`src/tqv_periph_pkg.sv`:
```
// Peripheral bus fabric shared definitions
// Slot map, GPIO register offsets and the bus vector types
package tqv_periph_pkg;

    localparam int NUM_USER   = 8;    // Full-interface slots, 64-byte windows
    localparam int NUM_SIMPLE = 4;    // Byte-access slots, 16-byte windows
    localparam int NUM_PINS   = 8;

    // Index widths for the slot arrays
    localparam int USER_IDX_W   = $clog2(NUM_USER);
    localparam int SIMPLE_IDX_W = $clog2(NUM_SIMPLE);

    localparam int SLOT_GPIO = 1;
    localparam int SLOT_UART = 2;     // Owns pins 0 and 1 out of reset

    // GPIO register map within its window
    localparam logic [5:0] GPIO_OUT_OFS  = 6'h00;
    localparam logic [5:0] GPIO_IN_OFS   = 6'h04;
    localparam logic [5:0] GPIO_SEL_BASE = 6'h20;  // Pin selects at a 4-byte stride

    typedef logic [10:0]         addr_t;
    typedef logic [31:0]         word_t;
    typedef logic [7:0]          byte_t;
    typedef logic [NUM_PINS-1:0] pins_t;

    // Access code, 11 is idle and 00/01/10 select byte, half and word
    typedef logic [1:0] acc_t;

    // Bit 4 picks the simple bank, bits 3:0 give the slot index
    typedef logic [5:0] pin_sel_t;

    localparam acc_t ACC_NONE = 2'b11;

endpackage
```
`src/gpio_regs.sv`:
```
// GPIO register block for user slot 1
// Output register, input pin readback and one function select per output pin
module gpio_regs (
    input  logic                                                   clk,
    input  logic                                                   rst_n,
    input  logic [5:0]                                             i_slot_addr,
    input  tqv_periph_pkg::word_t                                  i_data,
    input  tqv_periph_pkg::acc_t                                   i_write_n,
    input  tqv_periph_pkg::pins_t                                  i_ui_in,
    output tqv_periph_pkg::word_t                                  o_rdata,
    output tqv_periph_pkg::pins_t                                  o_gpio_out,
    output tqv_periph_pkg::pin_sel_t [tqv_periph_pkg::NUM_PINS-1:0] o_pin_sel
);

    tqv_periph_pkg::pins_t                                  gpio_out;
    tqv_periph_pkg::pin_sel_t [tqv_periph_pkg::NUM_PINS-1:0] pin_sel;
    logic                                                   wr_en;
    logic                                                   out_hit;
    logic                                                   in_hit;
    logic                                                   sel_hit;
    logic [2:0]                                             sel_idx;

    assign wr_en   = (i_write_n != tqv_periph_pkg::ACC_NONE);
    assign out_hit = (i_slot_addr == tqv_periph_pkg::GPIO_OUT_OFS);
    assign in_hit  = (i_slot_addr == tqv_periph_pkg::GPIO_IN_OFS);

    // Select registers fill the upper half of the window, word aligned
    assign sel_hit = (i_slot_addr[5] == tqv_periph_pkg::GPIO_SEL_BASE[5])
                     && (i_slot_addr[1:0] == 2'b00);
    assign sel_idx = i_slot_addr[4:2];

    always_ff @(posedge clk) begin
        if (!rst_n) begin
            gpio_out <= '0;
        end else if (wr_en && out_hit) begin
            gpio_out <= i_data[tqv_periph_pkg::NUM_PINS-1:0];
        end
    end

    always_ff @(posedge clk) begin
        if (!rst_n) begin
            for (int i = 0; i < tqv_periph_pkg::NUM_PINS; i++) begin
                // UART owns the two lowest pins by default
                pin_sel[i] <= (i < 2) ? tqv_periph_pkg::pin_sel_t'(tqv_periph_pkg::SLOT_UART)
                                      : tqv_periph_pkg::pin_sel_t'(tqv_periph_pkg::SLOT_GPIO);
            end
        end else if (wr_en && sel_hit) begin
            pin_sel[sel_idx] <= i_data[5:0];
        end
    end

    // Readback, zero-extended
    always_comb begin
        o_rdata = '0;
        if (out_hit) begin
            o_rdata = {24'h0, gpio_out};
        end else if (in_hit) begin
            o_rdata = {24'h0, i_ui_in};
        end else if (sel_hit) begin
            o_rdata = {26'h0, pin_sel[sel_idx]};
        end
    end

    assign o_gpio_out = gpio_out;
    assign o_pin_sel  = pin_sel;

endmodule

```
`src/periph_addr_decode.sv`:
```
// Peripheral address decoder
// Picks one user or simple slot, gates its access codes and muxes back its data
module periph_addr_decode (
    input  tqv_periph_pkg::addr_t                                  i_addr,
    input  tqv_periph_pkg::acc_t                                   i_data_write_n,
    input  tqv_periph_pkg::acc_t                                   i_data_read_n,
    input  logic                                                   i_read_blocked,
    input  tqv_periph_pkg::word_t [tqv_periph_pkg::NUM_USER-1:0]   i_user_data,
    input  logic                  [tqv_periph_pkg::NUM_USER-1:0]   i_user_ready,
    input  tqv_periph_pkg::byte_t [tqv_periph_pkg::NUM_SIMPLE-1:0] i_simple_data,
    output tqv_periph_pkg::acc_t  [tqv_periph_pkg::NUM_USER-1:0]   o_user_write_n,
    output tqv_periph_pkg::acc_t  [tqv_periph_pkg::NUM_USER-1:0]   o_user_read_n,
    output logic                  [tqv_periph_pkg::NUM_SIMPLE-1:0] o_simple_write,
    output tqv_periph_pkg::word_t                                  o_sel_data,
    output logic                                                   o_sel_ready
);

    logic                                     is_simple;
    logic [tqv_periph_pkg::USER_IDX_W-1:0]    user_idx;
    logic [tqv_periph_pkg::SIMPLE_IDX_W-1:0]  simple_idx;
    logic [tqv_periph_pkg::NUM_USER-1:0]      user_sel;
    logic [tqv_periph_pkg::NUM_SIMPLE-1:0]    simple_sel;
    tqv_periph_pkg::acc_t                     read_n_masked;
    logic                                     write_req;

    assign is_simple  = (i_addr[10:9] == 2'b10);
    assign user_idx   = i_addr[6 +: tqv_periph_pkg::USER_IDX_W];
    assign simple_idx = i_addr[4 +: tqv_periph_pkg::SIMPLE_IDX_W];
    assign write_req  = (i_data_write_n != tqv_periph_pkg::ACC_NONE);

    // No fresh read reaches a slot while a result sits in the buffer
    assign read_n_masked = i_data_read_n | {2{i_read_blocked}};

    // One-hot slot select
    always_comb begin
        user_sel   = '0;
        simple_sel = '0;
        if (is_simple) begin
            simple_sel[simple_idx] = 1'b1;
        end else begin
            user_sel[user_idx] = 1'b1;
        end
    end

    always_comb begin
        for (int k = 0; k < tqv_periph_pkg::NUM_USER; k++) begin
            o_user_write_n[k] = user_sel[k] ? i_data_write_n : tqv_periph_pkg::ACC_NONE;
            o_user_read_n[k]  = user_sel[k] ? read_n_masked : tqv_periph_pkg::ACC_NONE;
        end
    end

    assign o_simple_write = simple_sel & {tqv_periph_pkg::NUM_SIMPLE{write_req}};

    // Simple slots answer at once with a zero-extended byte
    always_comb begin
        if (is_simple) begin
            o_sel_data  = {24'h0, i_simple_data[simple_idx]};
            o_sel_ready = 1'b1;
        end else begin
            o_sel_data  = i_user_data[user_idx];
            o_sel_ready = i_user_ready[user_idx];
        end
    end

endmodule

```
`src/periph_read_buffer.sv`:
```
// Read data buffer toward the core
// Registers the selected slot's data and holds it until the core completes the read
module periph_read_buffer (
    input  logic                  clk,
    input  logic                  rst_n,
    input  tqv_periph_pkg::acc_t  i_data_read_n,
    input  tqv_periph_pkg::acc_t  i_data_write_n,
    input  tqv_periph_pkg::word_t i_sel_data,
    input  logic                  i_sel_ready,
    input  logic                  i_read_complete,
    output tqv_periph_pkg::word_t o_data,
    output logic                  o_data_ready,
    output logic                  o_read_blocked
);

    logic                  read_req;
    logic                  capture;
    logic                  hold;
    logic                  ready_r;
    tqv_periph_pkg::word_t data_r;

    assign read_req = (i_data_read_n != tqv_periph_pkg::ACC_NONE);
    assign capture  = read_req && i_sel_ready && !hold;

    always_ff @(posedge clk) begin
        if (!rst_n) begin
            hold    <= 1'b0;
            ready_r <= 1'b0;
        end else begin
            if (capture) begin
                hold <= 1'b1;
            end else if (i_read_complete) begin
                hold <= 1'b0;               // Core has taken the data
            end
            ready_r <= read_req && i_sel_ready;  // Follows data_r by construction
        end
    end

    always_ff @(posedge clk) begin
        if (capture) begin
            data_r <= i_sel_data;
        end
    end

    assign o_data         = data_r;
    assign o_read_blocked = ready_r;
    assign o_data_ready   = ready_r || (i_data_write_n != tqv_periph_pkg::ACC_NONE);

endmodule

```
`src/pin_out_mux.sv`:
```
// Output pin mux
// Each pin takes its own bit from whichever slot its function select names
module pin_out_mux (
    input  tqv_periph_pkg::pin_sel_t [tqv_periph_pkg::NUM_PINS-1:0]   i_pin_sel,
    input  tqv_periph_pkg::pins_t    [tqv_periph_pkg::NUM_USER-1:0]   i_user_uo,
    input  tqv_periph_pkg::pins_t    [tqv_periph_pkg::NUM_SIMPLE-1:0] i_simple_uo,
    output tqv_periph_pkg::pins_t                                     o_uo_out
);

    for (genvar i = 0; i < tqv_periph_pkg::NUM_PINS; i++) begin : g_pin
        tqv_periph_pkg::pin_sel_t sel;
        logic [4:0]               user_idx;     // Bit 5 once reached the upper bank
        logic [3:0]               simple_idx;
        logic                     pin_bit;

        assign sel        = i_pin_sel[i];
        assign user_idx   = {sel[5], sel[3:0]};
        assign simple_idx = sel[3:0];

        always_comb begin
            pin_bit = 1'b0;                     // Unimplemented slots drive low
            if (sel[4]) begin
                if (simple_idx < tqv_periph_pkg::NUM_SIMPLE) begin
                    pin_bit = i_simple_uo[simple_idx[tqv_periph_pkg::SIMPLE_IDX_W-1:0]][i];
                end
            end else if (user_idx < tqv_periph_pkg::NUM_USER) begin
                pin_bit = i_user_uo[user_idx[tqv_periph_pkg::USER_IDX_W-1:0]][i];
            end
        end

        assign o_uo_out[i] = pin_bit;
    end

endmodule

```
`src/tqv_periph_fabric.sv`:
```
// Peripheral bus fabric top level
// Joins the address decoder, read buffer, GPIO block and pin mux to the external slots
module tqv_periph_fabric (
    input  logic                                                     clk,
    input  logic                                                     rst_n,

    // Core side
    input  tqv_periph_pkg::addr_t                                    i_addr,
    input  tqv_periph_pkg::word_t                                    i_data,
    input  tqv_periph_pkg::acc_t                                     i_data_write_n,
    input  tqv_periph_pkg::acc_t                                     i_data_read_n,
    input  logic                                                     i_read_complete,
    input  tqv_periph_pkg::pins_t                                    i_ui_in,
    output tqv_periph_pkg::word_t                                    o_data,
    output logic                                                     o_data_ready,
    output tqv_periph_pkg::pins_t                                    o_uo_out,

    // Broadcast to every external slot
    output logic [5:0]                                               o_slot_addr,
    output tqv_periph_pkg::word_t                                    o_slot_data,

    // External user slots 2 and up
    output tqv_periph_pkg::acc_t  [tqv_periph_pkg::NUM_USER-1:2]     o_user_write_n,
    output tqv_periph_pkg::acc_t  [tqv_periph_pkg::NUM_USER-1:2]     o_user_read_n,
    input  tqv_periph_pkg::word_t [tqv_periph_pkg::NUM_USER-1:2]     i_user_data,
    input  logic                  [tqv_periph_pkg::NUM_USER-1:2]     i_user_ready,
    input  tqv_periph_pkg::pins_t [tqv_periph_pkg::NUM_USER-1:2]     i_user_uo,

    // Simple slots
    output logic                  [tqv_periph_pkg::NUM_SIMPLE-1:0]   o_simple_write,
    input  tqv_periph_pkg::byte_t [tqv_periph_pkg::NUM_SIMPLE-1:0]   i_simple_data,
    input  tqv_periph_pkg::pins_t [tqv_periph_pkg::NUM_SIMPLE-1:0]   i_simple_uo
);

    tqv_periph_pkg::word_t    [tqv_periph_pkg::NUM_USER-1:0] user_data;
    logic                     [tqv_periph_pkg::NUM_USER-1:0] user_ready;
    tqv_periph_pkg::pins_t    [tqv_periph_pkg::NUM_USER-1:0] user_uo;
    tqv_periph_pkg::acc_t     [tqv_periph_pkg::NUM_USER-1:0] user_write_n;
    tqv_periph_pkg::acc_t     [tqv_periph_pkg::NUM_USER-1:0] user_read_n;
    tqv_periph_pkg::pin_sel_t [tqv_periph_pkg::NUM_PINS-1:0] pin_sel;
    tqv_periph_pkg::word_t                                   sel_data;
    logic                                                    sel_ready;
    logic                                                    read_blocked;
    tqv_periph_pkg::word_t                                   gpio_rdata;
    tqv_periph_pkg::pins_t                                   gpio_out;

    // Slot 0 is reserved: reads zero, never ready, drives no pins
    assign user_data[0]  = '0;
    assign user_ready[0] = 1'b0;
    assign user_uo[0]    = '0;

    // GPIO answers every access at once
    assign user_data[tqv_periph_pkg::SLOT_GPIO]  = gpio_rdata;
    assign user_ready[tqv_periph_pkg::SLOT_GPIO] = 1'b1;
    assign user_uo[tqv_periph_pkg::SLOT_GPIO]    = gpio_out;

    assign user_data[tqv_periph_pkg::NUM_USER-1:2]  = i_user_data;
    assign user_ready[tqv_periph_pkg::NUM_USER-1:2] = i_user_ready;
    assign user_uo[tqv_periph_pkg::NUM_USER-1:2]    = i_user_uo;

    assign o_user_write_n = user_write_n[tqv_periph_pkg::NUM_USER-1:2];
    assign o_user_read_n  = user_read_n[tqv_periph_pkg::NUM_USER-1:2];
    assign o_slot_addr    = i_addr[5:0];
    assign o_slot_data    = i_data;

    periph_addr_decode decode_i (
        .i_addr         (i_addr),
        .i_data_write_n (i_data_write_n),
        .i_data_read_n  (i_data_read_n),
        .i_read_blocked (read_blocked),
        .i_user_data    (user_data),
        .i_user_ready   (user_ready),
        .i_simple_data  (i_simple_data),
        .o_user_write_n (user_write_n),
        .o_user_read_n  (user_read_n),
        .o_simple_write (o_simple_write),
        .o_sel_data     (sel_data),
        .o_sel_ready    (sel_ready)
    );

    periph_read_buffer buffer_i (
        .clk             (clk),
        .rst_n           (rst_n),
        .i_data_read_n   (i_data_read_n),
        .i_data_write_n  (i_data_write_n),
        .i_sel_data      (sel_data),
        .i_sel_ready     (sel_ready),
        .i_read_complete (i_read_complete),
        .o_data          (o_data),
        .o_data_ready    (o_data_ready),
        .o_read_blocked  (read_blocked)
    );

    gpio_regs gpio_i (
        .clk         (clk),
        .rst_n       (rst_n),
        .i_slot_addr (i_addr[5:0]),
        .i_data      (i_data),
        .i_write_n   (user_write_n[tqv_periph_pkg::SLOT_GPIO]),
        .i_ui_in     (i_ui_in),
        .o_rdata     (gpio_rdata),
        .o_gpio_out  (gpio_out),
        .o_pin_sel   (pin_sel)
    );

    pin_out_mux pin_mux_i (
        .i_pin_sel   (pin_sel),
        .i_user_uo   (user_uo),
        .i_simple_uo (i_simple_uo),
        .o_uo_out    (o_uo_out)
    );

endmodule

```
`config.mk`:
```
export PLATFORM = sky130hd
export DESIGN_NAME = tqv_periph_fabric
export DESIGN_NICKNAME = d
export VERILOG_FILES = /design/src/tqv_periph_pkg.sv /design/src/gpio_regs.sv /design/src/periph_addr_decode.sv /design/src/periph_read_buffer.sv /design/src/pin_out_mux.sv /design/src/tqv_periph_fabric.sv
export SDC_FILE = /design/constraint.sdc
export NUM_CORES = 1
export LEC_CHECK = 0
export BUFFER_PORTS_ARGS = -buffer_cell sky130_fd_sc_hd__buf_2
export CAP_MARGIN = 10
export CORE_AREA = 2 2 185 187
export DETAILED_ROUTE_END_ITERATION = 16
export DIE_AREA = 0 0 187 189
export GPL_ROUTABILITY_DRIVEN = 0
export PLACE_DENSITY = 0.57
export SLEW_MARGIN = 20
export SYNTH_ARGS = -nofsm -noshare
export SYNTH_HDL_FRONTEND = slang
export SYNTH_SLANG_ARGS = --single-unit
```
`constraint.sdc`:
```
create_clock -name clk -period 7 [get_ports clk]
set_input_delay 0.7 -clock clk [delete_from_list [all_inputs] [get_ports clk]]
set_output_delay 0.7 -clock clk [all_outputs]
set_load 0.02 [all_outputs]
```
# After elaboration in Yosys (flattened, before gate mapping)
# Index checks and enable logic that the tools add are counted.
[totals]
output_inout_bits = 107
ff_bits = 90
input_bits = 368
[op_classes]
n_mux = 93
order_cmp = 38
bitwise_logic = 2
n_reduce_logical = 13
eq_ne = 5
[ops]
columns = ["cell", "count"]
rows = [
  ["$bmux W8 S3", 8],
  ["$bmux W8 S2", 9],
  ["$bmux W32 S3", 1],
  ["$mux W32", 3],
  ["$bwmux W48", 1],
  ["$lt A3 B4 Y1 const B", 10],
  ["$lt A5 B4 Y1 const B", 8],
  ["$mux W8", 5],
  ["$lt A4 B3 Y1 const B", 8],
  ["$mux W1", 32],
  ["$mux W2", 15],
  ["$mux W6", 5],
  ["$lt A2 B3 Y1 const B", 9],
  ["$bmux W6 S3", 1],
  ["$demux W6 S3", 1],
  ["$mux W7", 2],
  ["$mux W4", 3],
  ["$mux W5", 2],
  ["$logic_and A1 B1 Y1", 8],
  ["$eq A6 B3 Y1 const B", 1],
  ["$ge A3 B1 Y1 const B", 2],
  ["$logic_not A6 Y1", 1],
  ["$mux W3", 2],
  ["$ne A2 B2 Y1 const B", 3],
  ["other kinds (11)", 11],
]

# Logic depth before layout (Yosys ltp)
# Gate-level depths: netlist of run 1.
[depth]
depth_word = 8
ltp_mapped = 7
depth_no_buf = 4

# Cells and area by module
# Synthesis of run 1 repeated with hierarchy kept, for this count alone.
[hier_totals]
hier_cells = 819
hier_area_um2 = 8430.6
[modules_own_cells]
columns = ["mod", "area_per_inst_um2", "n_inst", "cells_per_inst"]
rows = [
  ["gpio_regs", 3225.6, 1, 378],
  ["periph_addr_decode", 2776.4, 1, 248],
  ["pin_out_mux", 1081.0, 1, 112],
  ["periph_read_buffer", 1054.8, 1, 41],
  ["tqv_periph_fabric", 292.8, 1, 40],
]

# Least setup slack after synthesis of run 1
# OpenSTA, ideal clock, no wires.
[synth_path]
kind = "input to output"
startpoint = "in i_addr[8]"
endpoint = "out o_user_write_n[6] (netlist bit)"
arrival_ns = 2.141
cell_stages = 5
path_slack_ns = 4.159
path_buffers = 3
path_cell_list = "buf_2 -> clkbuf_1 -> clkbuf_1 -> nand3b_1 -> or3_1"
[synth_lines]
columns = ["item", "line", "rtl"]
rows = [
  ["start: declaration", "tqv_periph_fabric.sv:8", "input tqv_periph_pkg::addr_t i_addr,"],
  ["end: declaration", "tqv_periph_fabric.sv:23", "output tqv_periph_pkg::acc_t [tqv_periph_pkg::NUM_USER-1:2] o_user_write_n,"],
]

==> results.py, run 1 <==
metrics = {
    "cts": {
        "cts_inserted_buffers": 9,
        "post-cts-setup-buffers": 0,
        "clkTransAtPathRegs_ns": 0.06,
        "cts_buffer_depth": 2,
        "clk_latency_ns": 0.35,
        "htree_levels": 3,
        "cts-root-buf": "clkbuf_16",
        "cts_tree": "yes",
        "ctsResizeCount": 0,
        "clock_sinks": 90,
        "cts_hold_buffers": 0,
    },
    "grt": {
        "grt_util_all_layers": 0.188,
        "grt_max_degree": 67,
        "antenna_found_initial": 12,
        "grt_overflow": 0,
        "grt_pass1_vias": 7626,
        "grt_pass1_wl_um": 49000,
    },
    "logic_synthesis": {
        "synth-seq-cells": 90,
        "synth_nets": 1136,
        "syn_area_um2": 7200,
        "syn_area_per_cell_um2": 9.38,
        "synth.distinct_cells": 43,
        "synthCells": 768,
        "yosysSeqAreaShare": 0.295,
        "ys_warn_count": 0,
    },
    "routing": {
        "detail_route.vias_per_cell": 4.84,
        "drcViolationCount": 0,
        "routedWlPerCell_um": 22.2,
        "met2_length_um": 18400,
        "routed_wirelength_um": 34700,
        "vias": 7578,
        "wl_met3_um": 2560,
        "drt_iter0_drc": 442,
        "top_layer": "met5",
        "first_pass_iters": 8,
        "wl_met1_um": 13300,
        "ant_nets": 0,
    },
    "power_and_ir_drop": {
        "intPower_mw": 1.03,
        "comb_power_share": 0.267,
        "pwr-share-seq": 0.387,
        "ir_worst_vdd_mv": 0.116,
        "p_sw_mw": 0.479,
        "power_frac_clock": 0.345,
        "p_per_area_nw_per_um2": 155,
        "power.share.switching": 0.317,
        "leakage_nw": 4.23,
    },
    "timing": {
        "setup_viol": 0,
        "max_freq_ghz": 0.314,
        "grt_setup_unrepaired": "no",
        "final.setup.tns_ns": 0,
        "maxSlewHeadroom": 0.273,
        "worstMarginPinSlew_ns": 1.08,
        "period_share": 0.456,
        "finalMaxSlewViolations": 0,
        "fin_crit_ns": 3.19,
        "setup_slack_ns": 3.81,
        "skew_ns": 0.0137,
        "hold_viol_final": 0,
    },
    "layout": {
        "nets": 1475,
        "synthToLayoutAreaGrowth_pct": 35.0,
        "layout-drive-gt1-share": 0.487,
    },
    "setup_path": {
        "r2r-start": "buffer_i.hold",
        "start_kind": "input port",
        "path_class": "input port to primary output",
        "cp_data_required_time_ns": 6.30,
        "worstPathArrival_ns": 2.49,
        "crit_start": "i_addr[8]",
        "crit_fanout": 57,
        "worstSetupEndpointType": "primary output",
    },
    "placement": {
        "dpl.hpwl_um": 28500,
        "io_buffers": 426,
        "dpl_worst_slack_ns": 3.57,
    },
    "die": {
        "die_height_um": 189,
        "placementRows": 67,
        "core_area_um2": 33300,
        "start_util": 0.216,
        "pin_count": 475,
        "die_w_um": 187,
        "dieArea_um2": 35300,
    },
    "hold_path": {
        "hold_path_class": "register to register",
        "hold_path_startpoint": "gpio_i.o_pin_sel[9]",
    },
    "job": {
        "cap_violations": 0,
    },
    "run_status": {
        "outcome": "finished clean",
    },
}
## cell type report
cell class | instances | area, um2
inverters | 15 | 56.3
clock inverters | 5 | 48.8
repair buffers | 435 | 2220
multi-input cells | 556 | 4440
diodes | 5 | 12.5
fillers | 3625 | 23600
well taps | 448 | 561
clock buffers | 11 | 264
flip-flops and latches | 90 | 2120
## Yosys cell counts (all sizes together)
master	number	area share
nor3b	4	0.0057
or2	3	0.0026
edfxtp	32	0.13
o22a	1	0.0012
and2	2	0.0017
a31oi	6	0.0052
nor2b	14	0.012
mux4	26	0.081
a21boi	9	0.0094
nand4b	2	0.0024
nand4	8	0.0070
mux2	53	0.083
nor4b	2	0.0054
a22oi	31	0.032
a211oi	29	0.030
or4	1	0.0010
dfxtp	58	0.16
or3	6	0.0052
a221oi	33	0.040
nor4	2	0.0038
buf	57	0.057
o21ai	29	0.020
nor2	31	0.016
a21oi	34	0.024
clkbuf	50	0.026
or4b	1	0.0019
nand2b	17	0.015
o221ai	1	0.0012
or3b	2	0.0024
nor3	10	0.0085
nand3	22	0.015
nand2	71	0.037
inv	15	0.0078
mux2i	95	0.13
nand3b	10	0.010
and3	1	0.00087
## final timing paths
check                        endpoint  slack, ns  cells after the start
hold / removal    gpio_i.o_pin_sel[9]       0.48                      2
hold reg to reg   gpio_i.o_pin_sel[9]       0.48                      2
setup reg to reg   buffer_i.o_data[2]       5.21                      4
setup / recovery     o_user_read_n[3]       3.81                      6
## state kept, by name, indices dropped and copies added, names as in the netlist
name	cells
gpio_i.o_pin_sel	48
gpio_i.o_gpio_out	8
buffer_i.o_data	32
buffer_i.hold	1
buffer_i.o_read_blocked	1
## layout by cell type, fill, tap and decap left out, types with 17 or more instances in the layout
cell,netlist,routed
nand3_1,22,22
dfxtp_1,58,58
a221oi_1,33,33
mux2i_1,95,95
mux4_2,26,26
a211oi_1,29,29
nand2b_1,17,17
a21oi_1,34,34
o21ai_0,29,29
mux2_2,53,53
nor2_1,31,31
edfxtp_1,32,32
buf_2,2,425
nand2_1,71,71
a22oi_1,31,31
## per-stage QoR
| step | area [um2] | utilization | std cells | hold WS, ns | power, mW |
|---|---|---|---|---|---|
| 3_5_place_dp | 9400 | 0.282 | 1544 | 0.476 | 1.00 |
| 2_1_floorplan | 7200 | - | 768 | 0.446 | 0.827 |
| 5_1_grt | 9720 | 0.292 | 1564 | 0.516 | 1.58 |
| 4_1_cts | 9710 | 0.292 | 1560 | 0.484 | 1.53 |
| 3_3_place_gp | 9370 | 0.282 | 1543 | 0.464 | 1.00 |
| 6_report | 9720 | 0.292 | 1565 | 0.483 | 1.51 |
## layer usage
metal,up-vias,GRT usage
li1,3546,-
met1,3629,0.213
met2,354,0.352
met3,41,0.0487
met4,8,0.0427
met5,-,0
## worst max-delay path, stage by stage
cell      delay, ns
buf_4          0.18
buf_4          0.37
nand2b_1       0.43
nor3b_1        0.51
nand2_1        0.09
buf_2          0.18
## cell families after synthesis
kind of cell / Yosys count / synth area share
buffers and inverters: 122 / 0.0911
flip-flops: 90 / 0.295
multiplexers: 174 / 0.296
AND/OR/NAND/NOR: 209 / 0.154
AO/OA/AOI/OAI: 173 / 0.164
## power by group through the flow
stage	combinational, mW	sequential (mW)	clock [mW]
5_1_grt	0.436	0.586	0.556
4_1_cts	0.411	0.585	0.538
3_3_place_gp	0.404	0.597	0
6_report	0.404	0.585	0.522
2_1_floorplan	0.205	0.622	0
3_5_place_dp	0.409	0.596	0
Power figures use the tool's default switching activity.
==> inputs of run 2 (changes only) <==
Settings changed: CORE_AREA 2 2 185 187 to 2 2 186 188, DIE_AREA 0 0 187 189 to 0 0 188 190, PLACE_DENSITY 0.57 to 0.58.
Clock period 7 ns to 2.6 ns, I/O delays scaled along.
==> results.py, run 2 (synthesis results as in run 1) <==
metrics = {
    "cts": {
        "clkTransAtPathRegs_ns": 0.08,
        "cts_buffer_depth": 2,
        "cts_inserted_buffers": 9,
        "cts-root-buf": "clkbuf_16",
        "clk_latency_ns": 0.36,
        "post-cts-setup-buffers": 0,
        "cts_hold_buffers": 0,
        "htree_levels": 3,
        "clock_sinks": 90,
        "ctsResizeCount": 0,
        "cts_tree": "yes",
    },
    "layout": {
        "nets": 1489,
        "synthToLayoutAreaGrowth_pct": 36.4,
        "largest_reg_flops": 48,
        "mostFrequentLayoutCells": "buf_2 (425), mux2i_1 (95), nand2_1 (71)",
        "final_area_um2": 9820,
        "final_common_cell": "buf_2",
        "layout-drive-gt1-share": 0.493,
    },
    "timing": {
        "max_freq_ghz": 0.447,
        "fin_crit_ns": 2.24,
        "maxSlewHeadroom": 0.497,
        "setup_viol": 0,
        "hold_viol_final": 0,
        "skew_ns": 0.0124,
        "grt_setup_unrepaired": "no",
        "final.setup.tns_ns": 0,
        "period_share": 0.861,
        "worstMarginPinSlew_ns": 0.755,
        "finalMaxSlewViolations": 0,
    },
    "power_and_ir_drop": {
        "intPower_mw": 2.72,
        "pwr-share-seq": 0.389,
        "p_per_area_nw_per_um2": 412,
        "p_sw_mw": 1.33,
        "leakage_nw": 4.30,
        "total_power_mw": 4.05,
        "comb_power_share": 0.271,
        "power_frac_clock": 0.340,
        "power.share.switching": 0.328,
        "ir_worst_vdd_mv": 0.298,
    },
    "routing": {
        "detail_route.vias_per_cell": 4.81,
        "routedWlPerCell_um": 21.0,
        "first_pass_iters": 5,
        "ant_nets": 0,
        "drt_iter0_drc": 520,
        "routed_wirelength_um": 33300,
        "drcViolationCount": 0,
        "vias": 7622,
    },
    "hold_path": {
        "holdPathStages": 3,
        "hold_path_class": "input port to register",
    },
    "placement": {
        "io_buffers": 426,
        "dpl.hpwl_um": 27400,
        "placed_area_um2": 9520,
    },
    "grt": {
        "antenna_found_initial": 6,
        "grt_util_all_layers": 0.178,
        "grt_pass1_wl_um": 46700,
        "grt_pass1_vias": 7364,
        "grt_overflow": 0,
        "grt_max_degree": 79,
    },
    "die": {
        "dieArea_um2": 35700,
        "core_area_um2": 33900,
        "die_w_um": 188,
        "pin_count": 475,
        "start_util": 0.212,
        "die_height_um": 190,
        "placementRows": 68,
    },
    "setup_path": {
        "start_kind": "input port",
        "cp_cell_sequence": "buf_4 -> or3b_1 -> buf_4 -> nor4b_2 -> nand4b_1 -> mux2i_1",
        "crit_fanout": 10,
        "path_delay_family": "simple AND/OR/NAND/NOR gates",
        "worstPathArrival_ns": 2.44,
        "crit_path_frequent_cell": "buf_4",
        "path_buf_inv": 2,
        "cpPeakStageDelay_ns": 0.53,
        "cp_data_required_time_ns": 2.80,
        "path_class": "input port to register",
        "r2r_cells": 4,
        "cp_slowest_cell": "nor4b_2",
        "worst-path-stages": 6,
        "worstSetupEndpointType": "register",
    },
    "job": {
        "cap_violations": 0,
    },
    "run_status": {
        "outcome": "finished clean",
    },
}
==> run 2: cell count changes in the layout (fill, tap and decap cells not counted), sizes merged <==
cell and delta:
buf +14, clkinv +1, inv +1, diode -3, clkbuf -2
==> run 2: area by class of cell <==
| cell class | count | area, um2 |
|---|---|---|
| clock buffers | 9 | 225 |
| repair buffers | 449 | 2330 |
| flip-flops and latches | 90 | 2120 |
| diodes | 2 | 5.00 |
| well taps | 455 | 569 |
| multi-input cells | 556 | 4440 |
| fillers | 3657 | 24100 |
| clock inverters | 7 | 76.3 |
| inverters | 15 | 56.3 |
==> run 2: per-layer routing <==
layer / part of all wire / vias to the layer above / routed length, um / track usage
met5: 0.0014 / - / 46 / 0
met4: 0.032 / 6 / 1050 / 0.0657
met3: 0.065 / 57 / 2170 / 0.0371
met2: 0.51 / 356 / 17000 / 0.322
met1: 0.39 / 3627 / 13100 / 0.205
li1: - / 3576 / - / -
==> run 2: final timing paths <==
path / slack [ns] / from / endpoint
max reg2reg: 1.16 / gpio_i.o_pin_sel[19] / buffer_i.o_data[1]
max: 0.36 / i_addr[8] / gpio_i.o_pin_sel[30]
min reg2reg: 0.49 / buffer_i.hold / buffer_i.hold
min: 0.17 / i_data[7] / gpio_i.o_gpio_out[7]
==> run 2: power groups by stage <==
stage | registers [mW] | clock network, mW | logic, mW
2_1_floorplan | 1.67 | 0 | 0.552
3_3_place_gp | 1.61 | 0 | 1.10
3_5_place_dp | 1.61 | 0 | 1.11
4_1_cts | 1.58 | 1.43 | 1.11
5_1_grt | 1.58 | 1.48 | 1.18
6_report | 1.57 | 1.38 | 1.10
==> run 2: worst register-to-register path, cell delays in order (launching register included) <==
cell and delay (ns):
dfxtp_1 0.51, mux2i_1 0.18, a22oi_1 0.25, nand4_1 0.17
a31oi_1 0.19
==> run 2: through the flow <==
stage | util | setup WS, ns | hold slack (ns) | cells
finish | 0.289 | 0.361 | 0.166 | 1583
global route | 0.289 | 0.256 | 0.172 | 1582
CTS | 0.289 | 0.416 | 0.149 | 1581
detailed placement | 0.280 | 0.0324 | 0.473 | 1565
global placement | 0.280 | 0.0548 | 0.469 | 1565
floorplan | - | 0.328 | 0.416 | 768
